### config.mk
export PLATFORM = sky130hd
export DESIGN_NAME = rvCore
export DESIGN_NICKNAME = d
export VERILOG_FILES = /design/src/common/rvCorePkg.sv /design/src/design/aluUnit.sv /design/src/design/controlUnit.sv /design/src/design/immExtend.sv /design/src/design/pcUnit.sv /design/src/design/regFile.sv /design/src/design/rvCore.sv
export VERILOG_INCLUDE_DIRS = /design/src /design/src/common
export SDC_FILE = /design/constraint.sdc
export NUM_CORES = 2
export LEC_CHECK = 0
export BUFFER_PORTS_ARGS = -buffer_cell sky130_fd_sc_hd__buf_2
export CORE_MARGIN = 4
export CORE_UTILIZATION = 60
export DETAILED_ROUTE_END_ITERATION = 6
export PLACE_DENSITY_LB_ADDON = 0.1
export SLEW_MARGIN = 5
export SYNTH_ARGS = -nofsm -noshare
export SYNTH_HDL_FRONTEND = slang
export SYNTH_HIERARCHICAL = 1
export SYNTH_SLANG_ARGS = --single-unit
### constraint.sdc
create_clock -name clk -period 7.3 [get_ports clk]
set_input_delay 0 -clock clk [delete_from_list [all_inputs] [get_ports clk]]
set_output_delay 0 -clock clk [all_outputs]
set_load 0.005 [all_outputs]
### src/common/rvCore_defs.svh
`ifndef RVCORE_DEFS_SVH
`define RVCORE_DEFS_SVH

// Data and address width
`define XLEN 32

// Architectural registers
`define REG_COUNT 32

`define RESET_PC 32'h0000_0000

`endif

### src/common/rvCorePkg.sv
package rvCorePkg;

    // ALU operations
    typedef enum logic [3:0] {
        ADD   = 4'b0000,
        SUB   = 4'b0001,
        AND   = 4'b0010,
        OR    = 4'b0011,
        XOR   = 4'b0100,
        SLL   = 4'b0101,
        SRL   = 4'b0110,
        SRA   = 4'b0111,
        SLT   = 4'b1000,
        SLTU  = 4'b1001,
        PASSB = 4'b1010
    } aluOp_t;

    // Immediate formats
    typedef enum logic [2:0] {
        IMM_I = 3'b000,
        IMM_S = 3'b010,
        IMM_B = 3'b011,
        IMM_U = 3'b100,
        IMM_J = 3'b101
    } immKind_t;

    // Write-back sources
    typedef enum logic [1:0] {
        RES_ALU = 2'b00,
        RES_MEM = 2'b01,
        RES_PC4 = 2'b10
    } resultSrc_t;

endpackage

### src/design/aluUnit.sv
`include "rvCore_defs.svh"

module aluUnit import rvCorePkg::*; (
    input  logic [`XLEN-1:0] a,
    input  logic [`XLEN-1:0] b,
    input  aluOp_t           aluOp,
    output logic [`XLEN-1:0] result,
    output logic             zero,
    output logic             less,
    output logic             lessU
);

    logic [4:0] shamt;

    assign shamt = b[4:0];

    // Flags compare a with b whatever the operation
    assign zero  = (a == b);
    assign less  = ($signed(a) < $signed(b));
    assign lessU = (a < b);

    always_comb begin
        case (aluOp)
            ADD:   result = a + b;
            SUB:   result = a - b;
            AND:   result = a & b;
            OR:    result = a | b;
            XOR:   result = a ^ b;
            SLL:   result = a << shamt;
            SRL:   result = a >> shamt;
            SRA:   result = $unsigned($signed(a) >>> shamt);
            SLT:   result = {{(`XLEN-1){1'b0}}, less};
            SLTU:  result = {{(`XLEN-1){1'b0}}, lessU};
            // LUI goes straight through
            PASSB: result = b;
            default: result = a + b;
        endcase
    end

endmodule

### src/design/controlUnit.sv
`include "rvCore_defs.svh"

module controlUnit import rvCorePkg::*; (
    input  logic [`XLEN-1:0] instr,
    input  logic             zero,
    input  logic             less,
    input  logic             lessU,
    output aluOp_t           aluOp,
    output immKind_t         immKind,
    output resultSrc_t       resultSrc,
    output logic             aluSrcImm,
    output logic             aluSrcPc,
    output logic             regWrite,
    output logic             memWrite,
    output logic             jump,
    output logic             jumpReg,
    output logic             branchTaken
);

    localparam logic [6:0] opReg    = 7'b0110011;
    localparam logic [6:0] opImm    = 7'b0010011;
    localparam logic [6:0] opLoad   = 7'b0000011;
    localparam logic [6:0] opStore  = 7'b0100011;
    localparam logic [6:0] opLui    = 7'b0110111;
    localparam logic [6:0] opAuipc  = 7'b0010111;
    localparam logic [6:0] opJal    = 7'b1101111;
    localparam logic [6:0] opJalr   = 7'b1100111;
    localparam logic [6:0] opBranch = 7'b1100011;

    logic [6:0] opcode;
    logic [6:0] funct7;
    logic [2:0] funct3;
    logic       illegal;

    assign opcode = instr[6:0];
    assign funct3 = instr[14:12];
    assign funct7 = instr[31:25];

    always_comb begin
        aluOp       = ADD;
        immKind     = IMM_I;
        resultSrc   = RES_ALU;
        aluSrcImm   = 1'b0;
        aluSrcPc    = 1'b0;
        regWrite    = 1'b0;
        memWrite    = 1'b0;
        jump        = 1'b0;
        jumpReg     = 1'b0;
        branchTaken = 1'b0;
        illegal     = 1'b0;

        case (opcode)
            opReg: begin
                regWrite = 1'b1;
                case (funct3)
                    3'b000: aluOp = (funct7[5]) ? SUB : ADD;
                    3'b001: aluOp = SLL;
                    3'b010: aluOp = SLT;
                    // Unsigned compare
                    3'b011: aluOp = SLTU;
                    3'b100: aluOp = XOR;
                    3'b101: aluOp = (funct7[5]) ? SRA : SRL;
                    3'b110: aluOp = OR;
                    default: aluOp = AND;
                endcase
                // Only SUB and SRA may carry the alternate funct7
                if (funct7 == 7'h20) begin
                    illegal = (funct3 != 3'b000) && (funct3 != 3'b101);
                end else if (funct7 != 7'h00) begin
                    illegal = 1'b1;
                end
            end

            opImm: begin
                regWrite  = 1'b1;
                aluSrcImm = 1'b1;
                case (funct3)
                    3'b000: aluOp = ADD;
                    3'b001: begin
                        aluOp   = SLL;
                        illegal = (funct7 != 7'h00);
                    end
                    3'b010: aluOp = SLT;
                    3'b011: aluOp = SLTU;
                    3'b100: aluOp = XOR;
                    3'b101: begin
                        aluOp   = (funct7[5]) ? SRA : SRL;
                        illegal = (funct7 != 7'h00) && (funct7 != 7'h20);
                    end
                    3'b110: aluOp = OR;
                    default: aluOp = AND;
                endcase
            end

            // Word access only, funct3 not looked at
            opLoad: begin
                regWrite  = 1'b1;
                aluSrcImm = 1'b1;
                resultSrc = RES_MEM;
            end

            opStore: begin
                memWrite  = 1'b1;
                aluSrcImm = 1'b1;
                immKind   = IMM_S;
            end

            opLui: begin
                regWrite  = 1'b1;
                aluSrcImm = 1'b1;
                aluOp     = PASSB;
                immKind   = IMM_U;
            end

            // PC + upper immediate
            opAuipc: begin
                regWrite  = 1'b1;
                aluSrcImm = 1'b1;
                aluSrcPc  = 1'b1;
                immKind   = IMM_U;
            end

            opJal: begin
                regWrite  = 1'b1;
                jump      = 1'b1;
                immKind   = IMM_J;
                resultSrc = RES_PC4;
            end

            opJalr: begin
                regWrite  = 1'b1;
                jumpReg   = 1'b1;
                aluSrcImm = 1'b1;
                resultSrc = RES_PC4;
                illegal   = (funct3 != 3'b000);
            end

            // Compare rs1 against rs2, flags pick the outcome
            opBranch: begin
                aluOp   = SUB;
                immKind = IMM_B;
                case (funct3)
                    3'b000: branchTaken = zero;
                    3'b001: branchTaken = ~zero;
                    3'b100: branchTaken = less;
                    3'b101: branchTaken = ~less;
                    3'b110: branchTaken = lessU;
                    3'b111: branchTaken = ~lessU;
                    default: illegal = 1'b1;
                endcase
            end

            // Anything else runs as a no-op
            default: ;
        endcase

        if (illegal) begin
            regWrite    = 1'b0;
            memWrite    = 1'b0;
            jump        = 1'b0;
            jumpReg     = 1'b0;
            branchTaken = 1'b0;
        end
    end

    // Checked each time a new instruction shows up
    assert property (@(instr) !(memWrite && regWrite))
        else $error("controlUnit: store and register write decoded together");

endmodule

### src/design/immExtend.sv
`include "rvCore_defs.svh"

module immExtend import rvCorePkg::*; (
    input  logic [`XLEN-1:0] instr,
    input  immKind_t         immKind,
    output logic [`XLEN-1:0] imm
);

    logic sign;

    assign sign = instr[31];

    always_comb begin
        case (immKind)
            IMM_S: begin
                imm = {{(`XLEN-12){sign}}, instr[31:25], instr[11:7]};
            end
            // Branch offsets are in halfwords
            IMM_B: begin
                imm = {{(`XLEN-12){sign}}, instr[7], instr[30:25],
                       instr[11:8], 1'b0};
            end
            IMM_U: begin
                imm = {instr[31:12], 12'b0};
            end
            IMM_J: begin
                imm = {{(`XLEN-20){sign}}, instr[19:12], instr[20],
                       instr[30:21], 1'b0};
            end
            // I format, also the fallback
            default: begin
                imm = {{(`XLEN-12){sign}}, instr[31:20]};
            end
        endcase
    end

endmodule

### src/design/pcUnit.sv
`include "rvCore_defs.svh"

module pcUnit (
    input  logic             clk,
    input  logic             arstN,
    input  logic [`XLEN-1:0] imm,
    input  logic [`XLEN-1:0] aluResult,
    input  logic             jump,
    input  logic             jumpReg,
    input  logic             branchTaken,
    output logic [`XLEN-1:0] pc,
    output logic [`XLEN-1:0] pcPlus4
);

    logic [`XLEN-1:0] pcNext;

    assign pcPlus4 = pc + `XLEN'd4;

    always_comb begin
        if (jumpReg) begin
            // JALR drops bit 0 of the sum
            pcNext = {aluResult[`XLEN-1:1], 1'b0};
        end else if (jump || branchTaken) begin
            pcNext = pc + imm;
        end else begin
            pcNext = pcPlus4;
        end
    end

    always_ff @(posedge clk or negedge arstN) begin
        if (!arstN) begin
            pc <= `RESET_PC;
        end else begin
            pc <= pcNext;
        end
    end

    assert property (@(posedge clk) disable iff (!arstN) pc[1:0] == 2'b00)
        else $error("pcUnit: misaligned pc %h", pc);

endmodule

### src/design/regFile.sv
`include "rvCore_defs.svh"

module regFile (
    input  logic             clk,
    input  logic             arstN,
    input  logic [4:0]       rs1Addr,
    input  logic [4:0]       rs2Addr,
    input  logic [4:0]       rdAddr,
    input  logic [`XLEN-1:0] rdData,
    input  logic             regWrite,
    output logic [`XLEN-1:0] rs1Data,
    output logic [`XLEN-1:0] rs2Data
);

    logic [`XLEN-1:0] regs [`REG_COUNT];

    always_ff @(posedge clk or negedge arstN) begin
        if (!arstN) begin
            for (int i = 0; i < `REG_COUNT; i++) begin
                regs[i] <= '0;
            end
        end else if (regWrite && (rdAddr != 5'd0)) begin
            regs[rdAddr] <= rdData;
        end
    end

    // Asynchronous reads
    assign rs1Data = regs[rs1Addr];
    assign rs2Data = regs[rs2Addr];

    // x0 stays zero through any write-back
    assert property (@(posedge clk) disable iff (!arstN)
        (rs1Addr == 5'd0) |-> (rs1Data == '0))
        else $error("regFile: x0 read nonzero on port 1");
    assert property (@(posedge clk) disable iff (!arstN)
        (rs2Addr == 5'd0) |-> (rs2Data == '0))
        else $error("regFile: x0 read nonzero on port 2");

endmodule

### src/design/rvCore.sv
`include "rvCore_defs.svh"

module rvCore import rvCorePkg::*; (
    input  logic             clk,
    input  logic             arstN,
    output logic [`XLEN-1:0] instrAddr,
    input  logic [`XLEN-1:0] instr,
    output logic [`XLEN-1:0] dataAddr,
    output logic [`XLEN-1:0] dataWdata,
    output logic             dataWe,
    input  logic [`XLEN-1:0] dataRdata
);

    aluOp_t           aluOp;
    immKind_t         immKind;
    resultSrc_t       resultSrc;
    logic             aluSrcImm;
    logic             aluSrcPc;
    logic             regWrite;
    logic             memWrite;
    logic             jump;
    logic             jumpReg;
    logic             branchTaken;
    logic             zero;
    logic             less;
    logic             lessU;
    logic [`XLEN-1:0] pc;
    logic [`XLEN-1:0] pcPlus4;
    logic [`XLEN-1:0] imm;
    logic [`XLEN-1:0] rs1Data;
    logic [`XLEN-1:0] rs2Data;
    logic [`XLEN-1:0] aluA;
    logic [`XLEN-1:0] aluB;
    logic [`XLEN-1:0] aluResult;
    logic [`XLEN-1:0] rdData;

    controlUnit controlUnit_inst (
        .instr(instr), .zero(zero), .less(less), .lessU(lessU),
        .aluOp(aluOp), .immKind(immKind), .resultSrc(resultSrc),
        .aluSrcImm(aluSrcImm), .aluSrcPc(aluSrcPc), .regWrite(regWrite),
        .memWrite(memWrite), .jump(jump), .jumpReg(jumpReg),
        .branchTaken(branchTaken)
    );

    regFile regFile_inst (
        .clk(clk), .arstN(arstN),
        .rs1Addr(instr[19:15]), .rs2Addr(instr[24:20]), .rdAddr(instr[11:7]),
        .rdData(rdData), .regWrite(regWrite),
        .rs1Data(rs1Data), .rs2Data(rs2Data)
    );

    immExtend immExtend_inst (.instr(instr), .immKind(immKind), .imm(imm));

    // Operand muxes, AUIPC takes the PC on side A
    assign aluA = aluSrcPc ? pc : rs1Data;
    assign aluB = aluSrcImm ? imm : rs2Data;

    aluUnit aluUnit_inst (
        .a(aluA), .b(aluB), .aluOp(aluOp),
        .result(aluResult), .zero(zero), .less(less), .lessU(lessU)
    );

    pcUnit pcUnit_inst (
        .clk(clk), .arstN(arstN), .imm(imm), .aluResult(aluResult),
        .jump(jump), .jumpReg(jumpReg), .branchTaken(branchTaken),
        .pc(pc), .pcPlus4(pcPlus4)
    );

    always_comb begin
        case (resultSrc)
            RES_MEM: rdData = dataRdata;
            RES_PC4: rdData = pcPlus4;
            default: rdData = aluResult;
        endcase
    end

    assign instrAddr = pc;
    assign dataAddr  = aluResult;
    assign dataWdata = rs2Data;
    assign dataWe    = memWrite;

endmodule

# Word-level counts from Yosys, hierarchy flattened

Cells that the tools add are included.
Widths: inputs -> output; s select.

Add/sub/neg operators: 4
$lt $le $gt $ge: 6
Equal/unequal tests: 36
Shift-type cells: 3
Muxes and demuxes: 41
Bitwise logic cells: 9
Reduce and logical (&&, ||, !) cells: 14

Operator list:

| operator              | number |
|---|---|
| $bwmux 1024           | 1 |
| $bmux 32 s5           | 2 |
| $pmux 32 s10          | 1 |
| $mux 32               | 9 |
| $demux 32 s5          | 1 |
| $pmux 31 s4           | 1 |
| $add 32x32->32        | 2 |
| $lt 32x32->1          | 2 |
| $pmux 32 s2           | 1 |
| $pmux 4 s7            | 2 |
| $add 32x3->32 const B | 1 |
| $and 32x32->32        | 1 |
| $eq 32x32->1          | 1 |
| $or 32x32->32         | 1 |
| $shl 32x5->32         | 1 |
| $shr 32x5->32         | 1 |
| $sshr 32x5->32        | 1 |
| $sub 32x32->32        | 1 |
| $xor 32x32->32        | 1 |
| $eq 7x6->1 const B    | 4 |
| $eq 7x7->1 const B    | 3 |
| $eq 3x3->1 const B    | 6 |
| $ge 6x6->1 const B    | 3 |
| $not 5->6             | 3 |
| 30 further kinds      | 63 |

Bits in registers: 1056
Input bits: 66
Output and inout port bits: 97
Logic and storage cells: 146

# Logic depth before layout (Yosys ltp)

Word-level depth: 14
Depth in mapped cells: 34

# Cells and area by module

The synthesis kept the hierarchy.

Modules (own cells, without submodules):

| module      | times used | cells an instance | area each (um^2) | sequential area each (um^2) |
|---|---|---|---|---|
| regFile     | 1          | 4601              | 55921.1          | 25624.6 |
| aluUnit     | 1          | 1306              | 9257.6           | 0.0 |
| pcUnit      | 1          | 432               | 3522.1           | 800.8 |
| rvCore      | 1          | 185               | 1680.4           | 0.0 |
| controlUnit | 1          | 67                | 467.9            | 0.0 |
| immExtend   | 1          | 59                | 412.9            | 0.0 |

# Least setup slack after synthesis

No wires, ideal clock.

Path type: input to register
Start point: input port instr[21]
End point: register pcUnit_inst.pc[4]
Setup time: 0.125 ns
Data arrival time: 5.680 ns
Data required time: 7.175 ns
Setup slack: 1.495 ns
Stages on the path: 32
Path through: buf_2 -> buf_4 -> buf_2 -> buf_2 -> mux2i_1 -> nand2_1 -> nand3_1 -> nand3_1 -> mux2_4 -> inv_1 -> buf_1 -> buf_2 -> buf_2 -> ha_1 -> o21bai_1 -> a21oi_1 -> o21ai_1 -> a21oi_4 -> o311ai_4 -> and2_1 -> a21oi_1 -> o21ai_0 -> xnor2_1 -> mux2i_1 -> xnor2_1 -> a21oi_1 -> nor2_1 -> nor2_1 -> clkbuf_1 -> buf_1 -> o21ai_0 -> mux2_2

Word-level cells in the longest chain between the ends: 13
Elaborated cells between the ends (all ways): 28
Those cells by class: 3 x add/sub; 2 x order compare; 1 x eq/ne; 3 x shift; 11 x mux; 7 x bitwise; 1 x reduce/logical

RTL lines:

| element                                        | RTL line           | text |
|---|---|---|
| start: declaration                             | rvCore.sv:7        | `` input logic [`XLEN-1:0] instr, `` |
| $not 5->6 (implied by the code) (*)            | regFile.sv:29      | `assign rs2Data = regs[rs2Addr];` |
| $bmux 32 s5 (*)                                | regFile.sv:29      |  |
| $mux 32 (implied by the code) (*) (2 in a row) | regFile.sv:29      |  |
| net dataWdata[2]                               | rvCore.sv:9        | `` output logic [`XLEN-1:0] dataWdata, `` |
| $mux 32 (*)                                    | rvCore.sv:56       | `assign aluB = aluSrcImm ? imm : rs2Data;` |
| net aluB[2]                                    | rvCore.sv:33       | `` logic [`XLEN-1:0] aluB; `` |
| $lt 32x32->1 (*)                               | aluUnit.sv:19      | `assign less = ($signed(a) < $signed(b));` |
| net less                                       | rvCore.sv:25       | `logic less;` |
| $not 1->1                                      | controlUnit.sv:146 | `3'b101: branchTaken = ~less;` |
| $pmux 1 s6 (*)                                 | controlUnit.sv:142 | `case (funct3)` |
| $mux 1 (*)                                     | controlUnit.sv:52  | `case (opcode)` |
| $mux 1 (*)                                     | controlUnit.sv:157 | `if (illegal) begin` |
| net branchTaken                                | rvCore.sv:23       | `logic branchTaken;` |
| $logic_or 1x1->1 (*)                           | pcUnit.sv:23       | `end else if (jump \|\| branchTaken) begin` |
| $mux 32 (*)                                    | pcUnit.sv:23       |  |
| $mux 32 (*)                                    | pcUnit.sv:20       | `if (jumpReg) begin` |
| net pcUnit_inst.pcNext[4]                      | pcUnit.sv:15       | `` logic [`XLEN-1:0] pcNext; `` |
| end signal: assignment                         | pcUnit.sv:32       | `` pc <= `RESET_PC; `` |
| end signal: assignment                         | pcUnit.sv:34       | `pc <= pcNext;` |
| end: declaration                               | pcUnit.sv:11       | `` output logic [`XLEN-1:0] pc, `` |

The timed path passes the listed nets; every way through them passes the cells marked *. The select of a mux whose other input is x is not followed.
A chain may end at the register's enable or synchronous reset.

# Worst setup path after layout

Start point: register regFile_inst/regs[802] (netlist bit)
End point: register regFile_inst/regs[127] (netlist bit)

Word-level cells in the longest chain between the ends: 8
Elaborated cells between the ends (all ways): 16
Those cells by class: 2 x add/sub; 3 x shift; 11 x mux

RTL lines:

| element                                        | RTL line                     | text |
|---|---|---|
| start: declaration                             | regFile.sv:15                | `` logic [`XLEN-1:0] regs [`REG_COUNT]; `` |
| start signal: indexed assignment               | regFile.sv:23                | `regs[rdAddr] <= rdData;` |
| $bmux 32 s5 (*)                                | regFile.sv:29                |  |
| $mux 32 (implied by the code) (*) (2 in a row) | regFile.sv:29                |  |
| $mux 32 (*)                                    | rvCore.sv:56                 |  |
| net aluB[2]                                    | rvCore.sv:33                 |  |
| $add 32x32->32, or another cell as far along   | aluUnit.sv:24, aluUnit.sv:36 |  |
| $pmux 32 s10 (*)                               | aluUnit.sv:23                | `case (aluOp)` |
| $pmux 32 s2 (*)                                | rvCore.sv:70                 | `case (resultSrc)` |
| net rdData[31]                                 | rvCore.sv:35                 | `` logic [`XLEN-1:0] rdData; `` |
| $bwmux 1024 (*)                                | regFile.sv:23                |  |

Marked as above.

==> results_tabular.tex <==
\begin{tabular}{lr}
\hline
Metric & Value \\
\hline
\multicolumn{2}{l}{\textbf{Outcome}} \\
\quad Status & complete, but fails checks \\
\quad Violated checks & design-rule violations \\
\multicolumn{2}{l}{\textbf{Timing}} \\
\quad Worst slew slack as a fraction of its limit & 8.11\% \\
\quad Post-layout min period & 6.58 ns \\
\quad Final setup viols & 0 \\
\quad Unrepaired setup endpoints after global routing & false \\
\quad Number of endpoints with negative hold slack in the final report & 0 \\
\quad Clock skew after layout & 0.0570 ns \\
\quad Final clock period utilization by the worst path & 90.1\% \\
\quad Worst slew pin tran & 1.38 ns \\
\quad Worst hold-check slack & 0.0327 ns \\
\quad Maximum frequency from static timing analysis & 152 MHz \\
\quad Number of slew-limit violations in the final report & 0 \\
\quad Setup TNS Final & 0 ns \\
\multicolumn{2}{l}{\textbf{Detailed routing}} \\
\quad Post-route DRC violation count & 1 \\
\quad Number of iterations in the first detailed-routing pass & 7 \\
\quad Overall routed net length & 269 mm \\
\quad Average vias per placed instance & 7.14 \\
\quad Routed length per placed instance & 32.8 um \\
\quad Via total after detailed routing & 58423 \\
\quad Number of DRC violations after detailed-routing iteration 0 & 7008 \\
\quad Routed Antenna Nets & 0 \\
\multicolumn{2}{l}{\textbf{Die}} \\
\quad Horizontal die dimension & 353 um \\
\quad Vert. Die Dim & 353 um \\
\quad Initial Utilization & 60.4\% \\
\quad Core region area & 118000 um\^{}2 \\
\quad IO Pins & 163 \\
\quad Total die area & 124000 um\^{}2 \\
\quad Std-Cell Rows & 126 \\
\multicolumn{2}{l}{\textbf{CTS}} \\
\quad Root buffer cell & sky130\_fd\_sc\_hd\_\_clkbuf\_16 \\
\quad Clock buffers created by TritonCTS & 112 \\
\quad Maximum level of the CTS H-tree & 3 \\
\quad Number of sinks handled by clock tree synthesis & 1056 \\
\quad CTS Buffer Depth & 3 \\
\quad Clk Latency, worst-skew pair & 0.74 ns \\
\quad Clock-pin slew on the worst setup and hold paths & 0.06 ns \\
\quad CTS tree & yes \\
\multicolumn{2}{l}{\textbf{Synth}} \\
\quad Multiplexer area fraction after synthesis & 33.8\% \\
\quad EDFF count, synth & 0 \\
\quad Number of library cell types mapped by synthesis & 120 \\
\quad Cells after Synth & 6650 \\
\quad Nets in the synthesized netlist & 6850 \\
\quad Synthesized area per cell & 10.7 um\^{}2 \\
\quad Number of synthesis warnings & 6 \\
\quad Fraction of the mapped netlist area in compound gates & 12.9\% \\
\quad Share of flip-flops with an asynchronous set or reset & 100\% \\
\quad Synth top area cells & sky130\_fd\_sc\_hd\_\_dfrtp\_1, sky130\_fd\_sc\_hd\_\_mux2\_2, sky130\_fd\_sc\_hd\_\_mux2i\_1 \\
\quad Post-synthesis adder-cell area fraction & 2.38\% \\
\quad Synth Area in Simple Gates & 7.56\% \\
\quad Post-synthesis sequential area ratio & 37.1\% \\
\quad Mapped Area & 71300 um\^{}2 \\
\quad Most frequently used flop master after synthesis & sky130\_fd\_sc\_hd\_\_dfrtp\_1 \\
\quad Library cell with the largest summed area after synthesis & sky130\_fd\_sc\_hd\_\_dfrtp\_1 \\
\quad Share of Yosys cell area claimed by the top area cell type & 37.1\% \\
\quad Parity-gate share of the synthesized area counting xor and xnor cells & 0.750\% \\
\quad Post-synthesis register bit count & 1056 \\
\quad Dominant combinational cell family by area after synthesis & multiplexers \\
\multicolumn{2}{l}{\textbf{Cells and area}} \\
\quad Sequential cell area & 26400 um\^{}2 \\
\quad Ratio of cells with drive above 1 in the final layout & 27.6\% \\
\quad Finished Cell Area & 77100 um\^{}2 \\
\quad Combined area of the multi-input logic cells & 41300 um\^{}2 \\
\quad Filler-free cell count of the finished design & 8186 \\
\quad Final net count & 6756 \\
\quad Number of inserted filler cells in the final layout & 9223 \\
\quad Area grow syn2layout & 8.16\% \\
\multicolumn{2}{l}{\textbf{Critical path}} \\
\quad Minimum setup slack among reg-to-reg paths & 0.72 ns \\
\quad Crit path largest cell delay & 0.88 ns \\
\quad Critical setup path kind & flip-flop to flip-flop \\
\quad Cell with the largest stage delay on the worst path & sky130\_fd\_sc\_hd\_\_o32ai\_1 \\
\quad Critical-path cell list & mux2i\_1 -> a22o\_1 -> nor3\_1 -> a31oi\_1 -> nand3\_1 -> mux2\_4 -> inv\_1 -> ha\_1 -> nor3\_1 -> buf\_4 -> nor2b\_1 -> o21a\_1 -> or3b\_1 -> nand3\_2 -> o311ai\_2 -> a21oi\_2 -> o21a\_1 -> o32ai\_1 -> nand2\_1 -> o21ai\_2 -> mux2\_2 \\
\quad Total buffers and inverters traversed by the critical path & 2 \\
\quad Critical path peak fanout & 31 \\
\quad Worst path arrival time & 7.22 ns \\
\quad Gate family responsible for the most delay along the worst path & compound AO/OA/AOI/OAI gates \\
\quad Reg2Reg Depth & 21 \\
\quad Worst r2r dst & regFile\_inst/regs[127] \\
\quad Worst flop-to-flop path startpoint & regFile\_inst/regs[802] \\
\quad Element type at the critical path end & flip-flop \\
\quad Required time reported for the critical path endpoint & 7.95 ns \\
\quad Critical path startpoint category & flip-flop \\
\multicolumn{2}{l}{\textbf{GRT}} \\
\quad Overflow left after global routing & 0 \\
\quad Maximum number of pins on one net before global-route repair & 183 \\
\quad Global-route wire length before repair & 391 mm \\
\quad Initial antenna violation count & 15 \\
\quad All-Layer GR Usage & 41.9\% \\
\quad Number of global-route vias before repair & 57199 \\
\multicolumn{2}{l}{\textbf{Power}} \\
\quad Peak supply drop & 0.217 mV \\
\quad Leakage power of the design & 37.6 nW \\
\quad Final total power & 18.5 mW \\
\quad Power per unit of standard cell area & 240 nW/um\^{}2 \\
\multicolumn{2}{l}{\textbf{Flow run}} \\
\quad Count of maximum capacitance violations & 0 \\
\multicolumn{2}{l}{\textbf{Placement}} \\
\quad Post-detail-place hpwl & 177 mm \\
\quad Port-buffer cells & 162 \\
\quad Final estimated routing congestion in global placement & 1.04 \\
\quad Placement-stage cell area & 73200 um\^{}2 \\
\quad Cells after DPL & 7976 \\
\multicolumn{2}{l}{\textbf{Worst hold path}} \\
\quad Worst Hold Class & primary input to async pin \\
\hline
\end{tabular}
## cell type report
cell class,count,share of cell area [%]
Inverter,124,0.604
Tap cell,1536,2.49
Clock buffer,170,4.35
Clock inverter,31,0.547
Sequential cell,1056,34.3
Multi-Input combinational cell,4842,53.5
Antenna cell,7,0.0227
Timing Repair Buffer,420,4.15
## tightest hold or removal path, stage by stage
cell                            delay, ns
sky130_fd_sc_hd__dlygate4sd3_1       0.57
sky130_fd_sc_hd__buf_8               0.23
sky130_fd_sc_hd__buf_16              0.33
## routing by layer
metal  vias up  part of all wire, %  GRT usage, %
li1      24476                    -             -
met1     29875                   41          57.1
met2      3228                   43          62.7
met3       842                   10          9.47
met4         2                  6.2          22.0
met5         -               0.0056             0
## cells in the final DEF (no fill, tap or decap), drive strengths merged, types with 135 or more instances in the layout
master  Yosys  final
mux2i    1076   1076
a22oi     243    243
a22o      135    135
dfrtp    1056   1056
o21ai     164    164
clkbuf    289    170
mux2     1074   1074
nand3     239    239
buf       339    419
nand2     397    397
nor2      210    210
a21oi     360    360
## worst max path at each step
| stage | startpoint | endpoint | slack [ns] | depth (start not counted) |
|---|---|---|---|---|
| after CTS | regFile_inst/regs[770] | regFile_inst/regs[127] | 1.03 | 21 |
| final | regFile_inst/regs[802] | regFile_inst/regs[127] | 0.72 | 21 |
| after global placement | instr[21] | regFile_inst/regs[279] | 0.65 | 20 |
| after floorplan | instr[21] | pcUnit_inst/pc[4] | 1.49 | 32 |
| after global routing | regFile_inst/regs[992] | regFile_inst/regs[127] | 0.55 | 20 |
| after detailed placement | instr[21] | regFile_inst/regs[351] | 0.57 | 22 |
## cells in the mapped netlist, drive strengths merged, types with 21 or more instances
cell    number
nor2b       21
a211oi      29
mux2      1074
a22oi      243
a22o       135
dfrtp     1056
mux2i     1076
mux4        45
ha         131
nor2       210
a221oi      26
o211ai      31
o21ai      164
a21o        55
a31oi       85
xnor2       38
o21a        28
buf        339
clkbuf     289
inv        122
a21oi      360
nand4       23
xor2        23
nor3        93
and3        31
nand2      397
nand3      239
## flip-flops by register name (all words and copies together), names as in the netlist
| name | count |
|---|---|
| pcUnit_inst/pc | 32 |
| regFile_inst/regs | 1024 |
## logic make-up (layout without fill, tap and decap cells)
| logic type | Yosys count | after routing |
|---|---|---|
| xor gates and xnor gates | 61 | 61 |
| other | 0 | 7 |
| and+or+nand+nor | 1122 | 1122 |
| adders and majority gates | 134 | 134 |
| DFF | 1056 | 1056 |
| buffers and inverters | 752 | 745 |
| AOI/OAI and AO/OA | 1330 | 1330 |
| muxes | 2195 | 2195 |
## repair_timing
| action | in CTS | in global routing |
|---|---|---|
| hold endpoints to repair | 167 | 0 |
| resized for setup | 0 | 0 |
| hold buffers | 2 | 0 |
| setup buffers | 0 | 0 |
## power by group
group	total (mW)	switching (mW)	internal, mW
clock	5.90	2.49	3.41
sequential	6.82	0.541	6.28
combinational	5.75	3.69	2.06
total	18.5	6.72	11.8
## per-stage QoR
| stage | setup WS (ns) | util (%) |
|---|---|---|
| after detailed placement | 0.569 | 62.1 |
| after CTS | 1.03 | 65.3 |
| after global routing | 0.547 | 65.3 |
| final | 0.725 | 65.4 |
| after global placement | 0.653 | 62.1 |
| after floorplan | 1.49 | - |
Note: power is estimated with default switching activity, not from simulation.
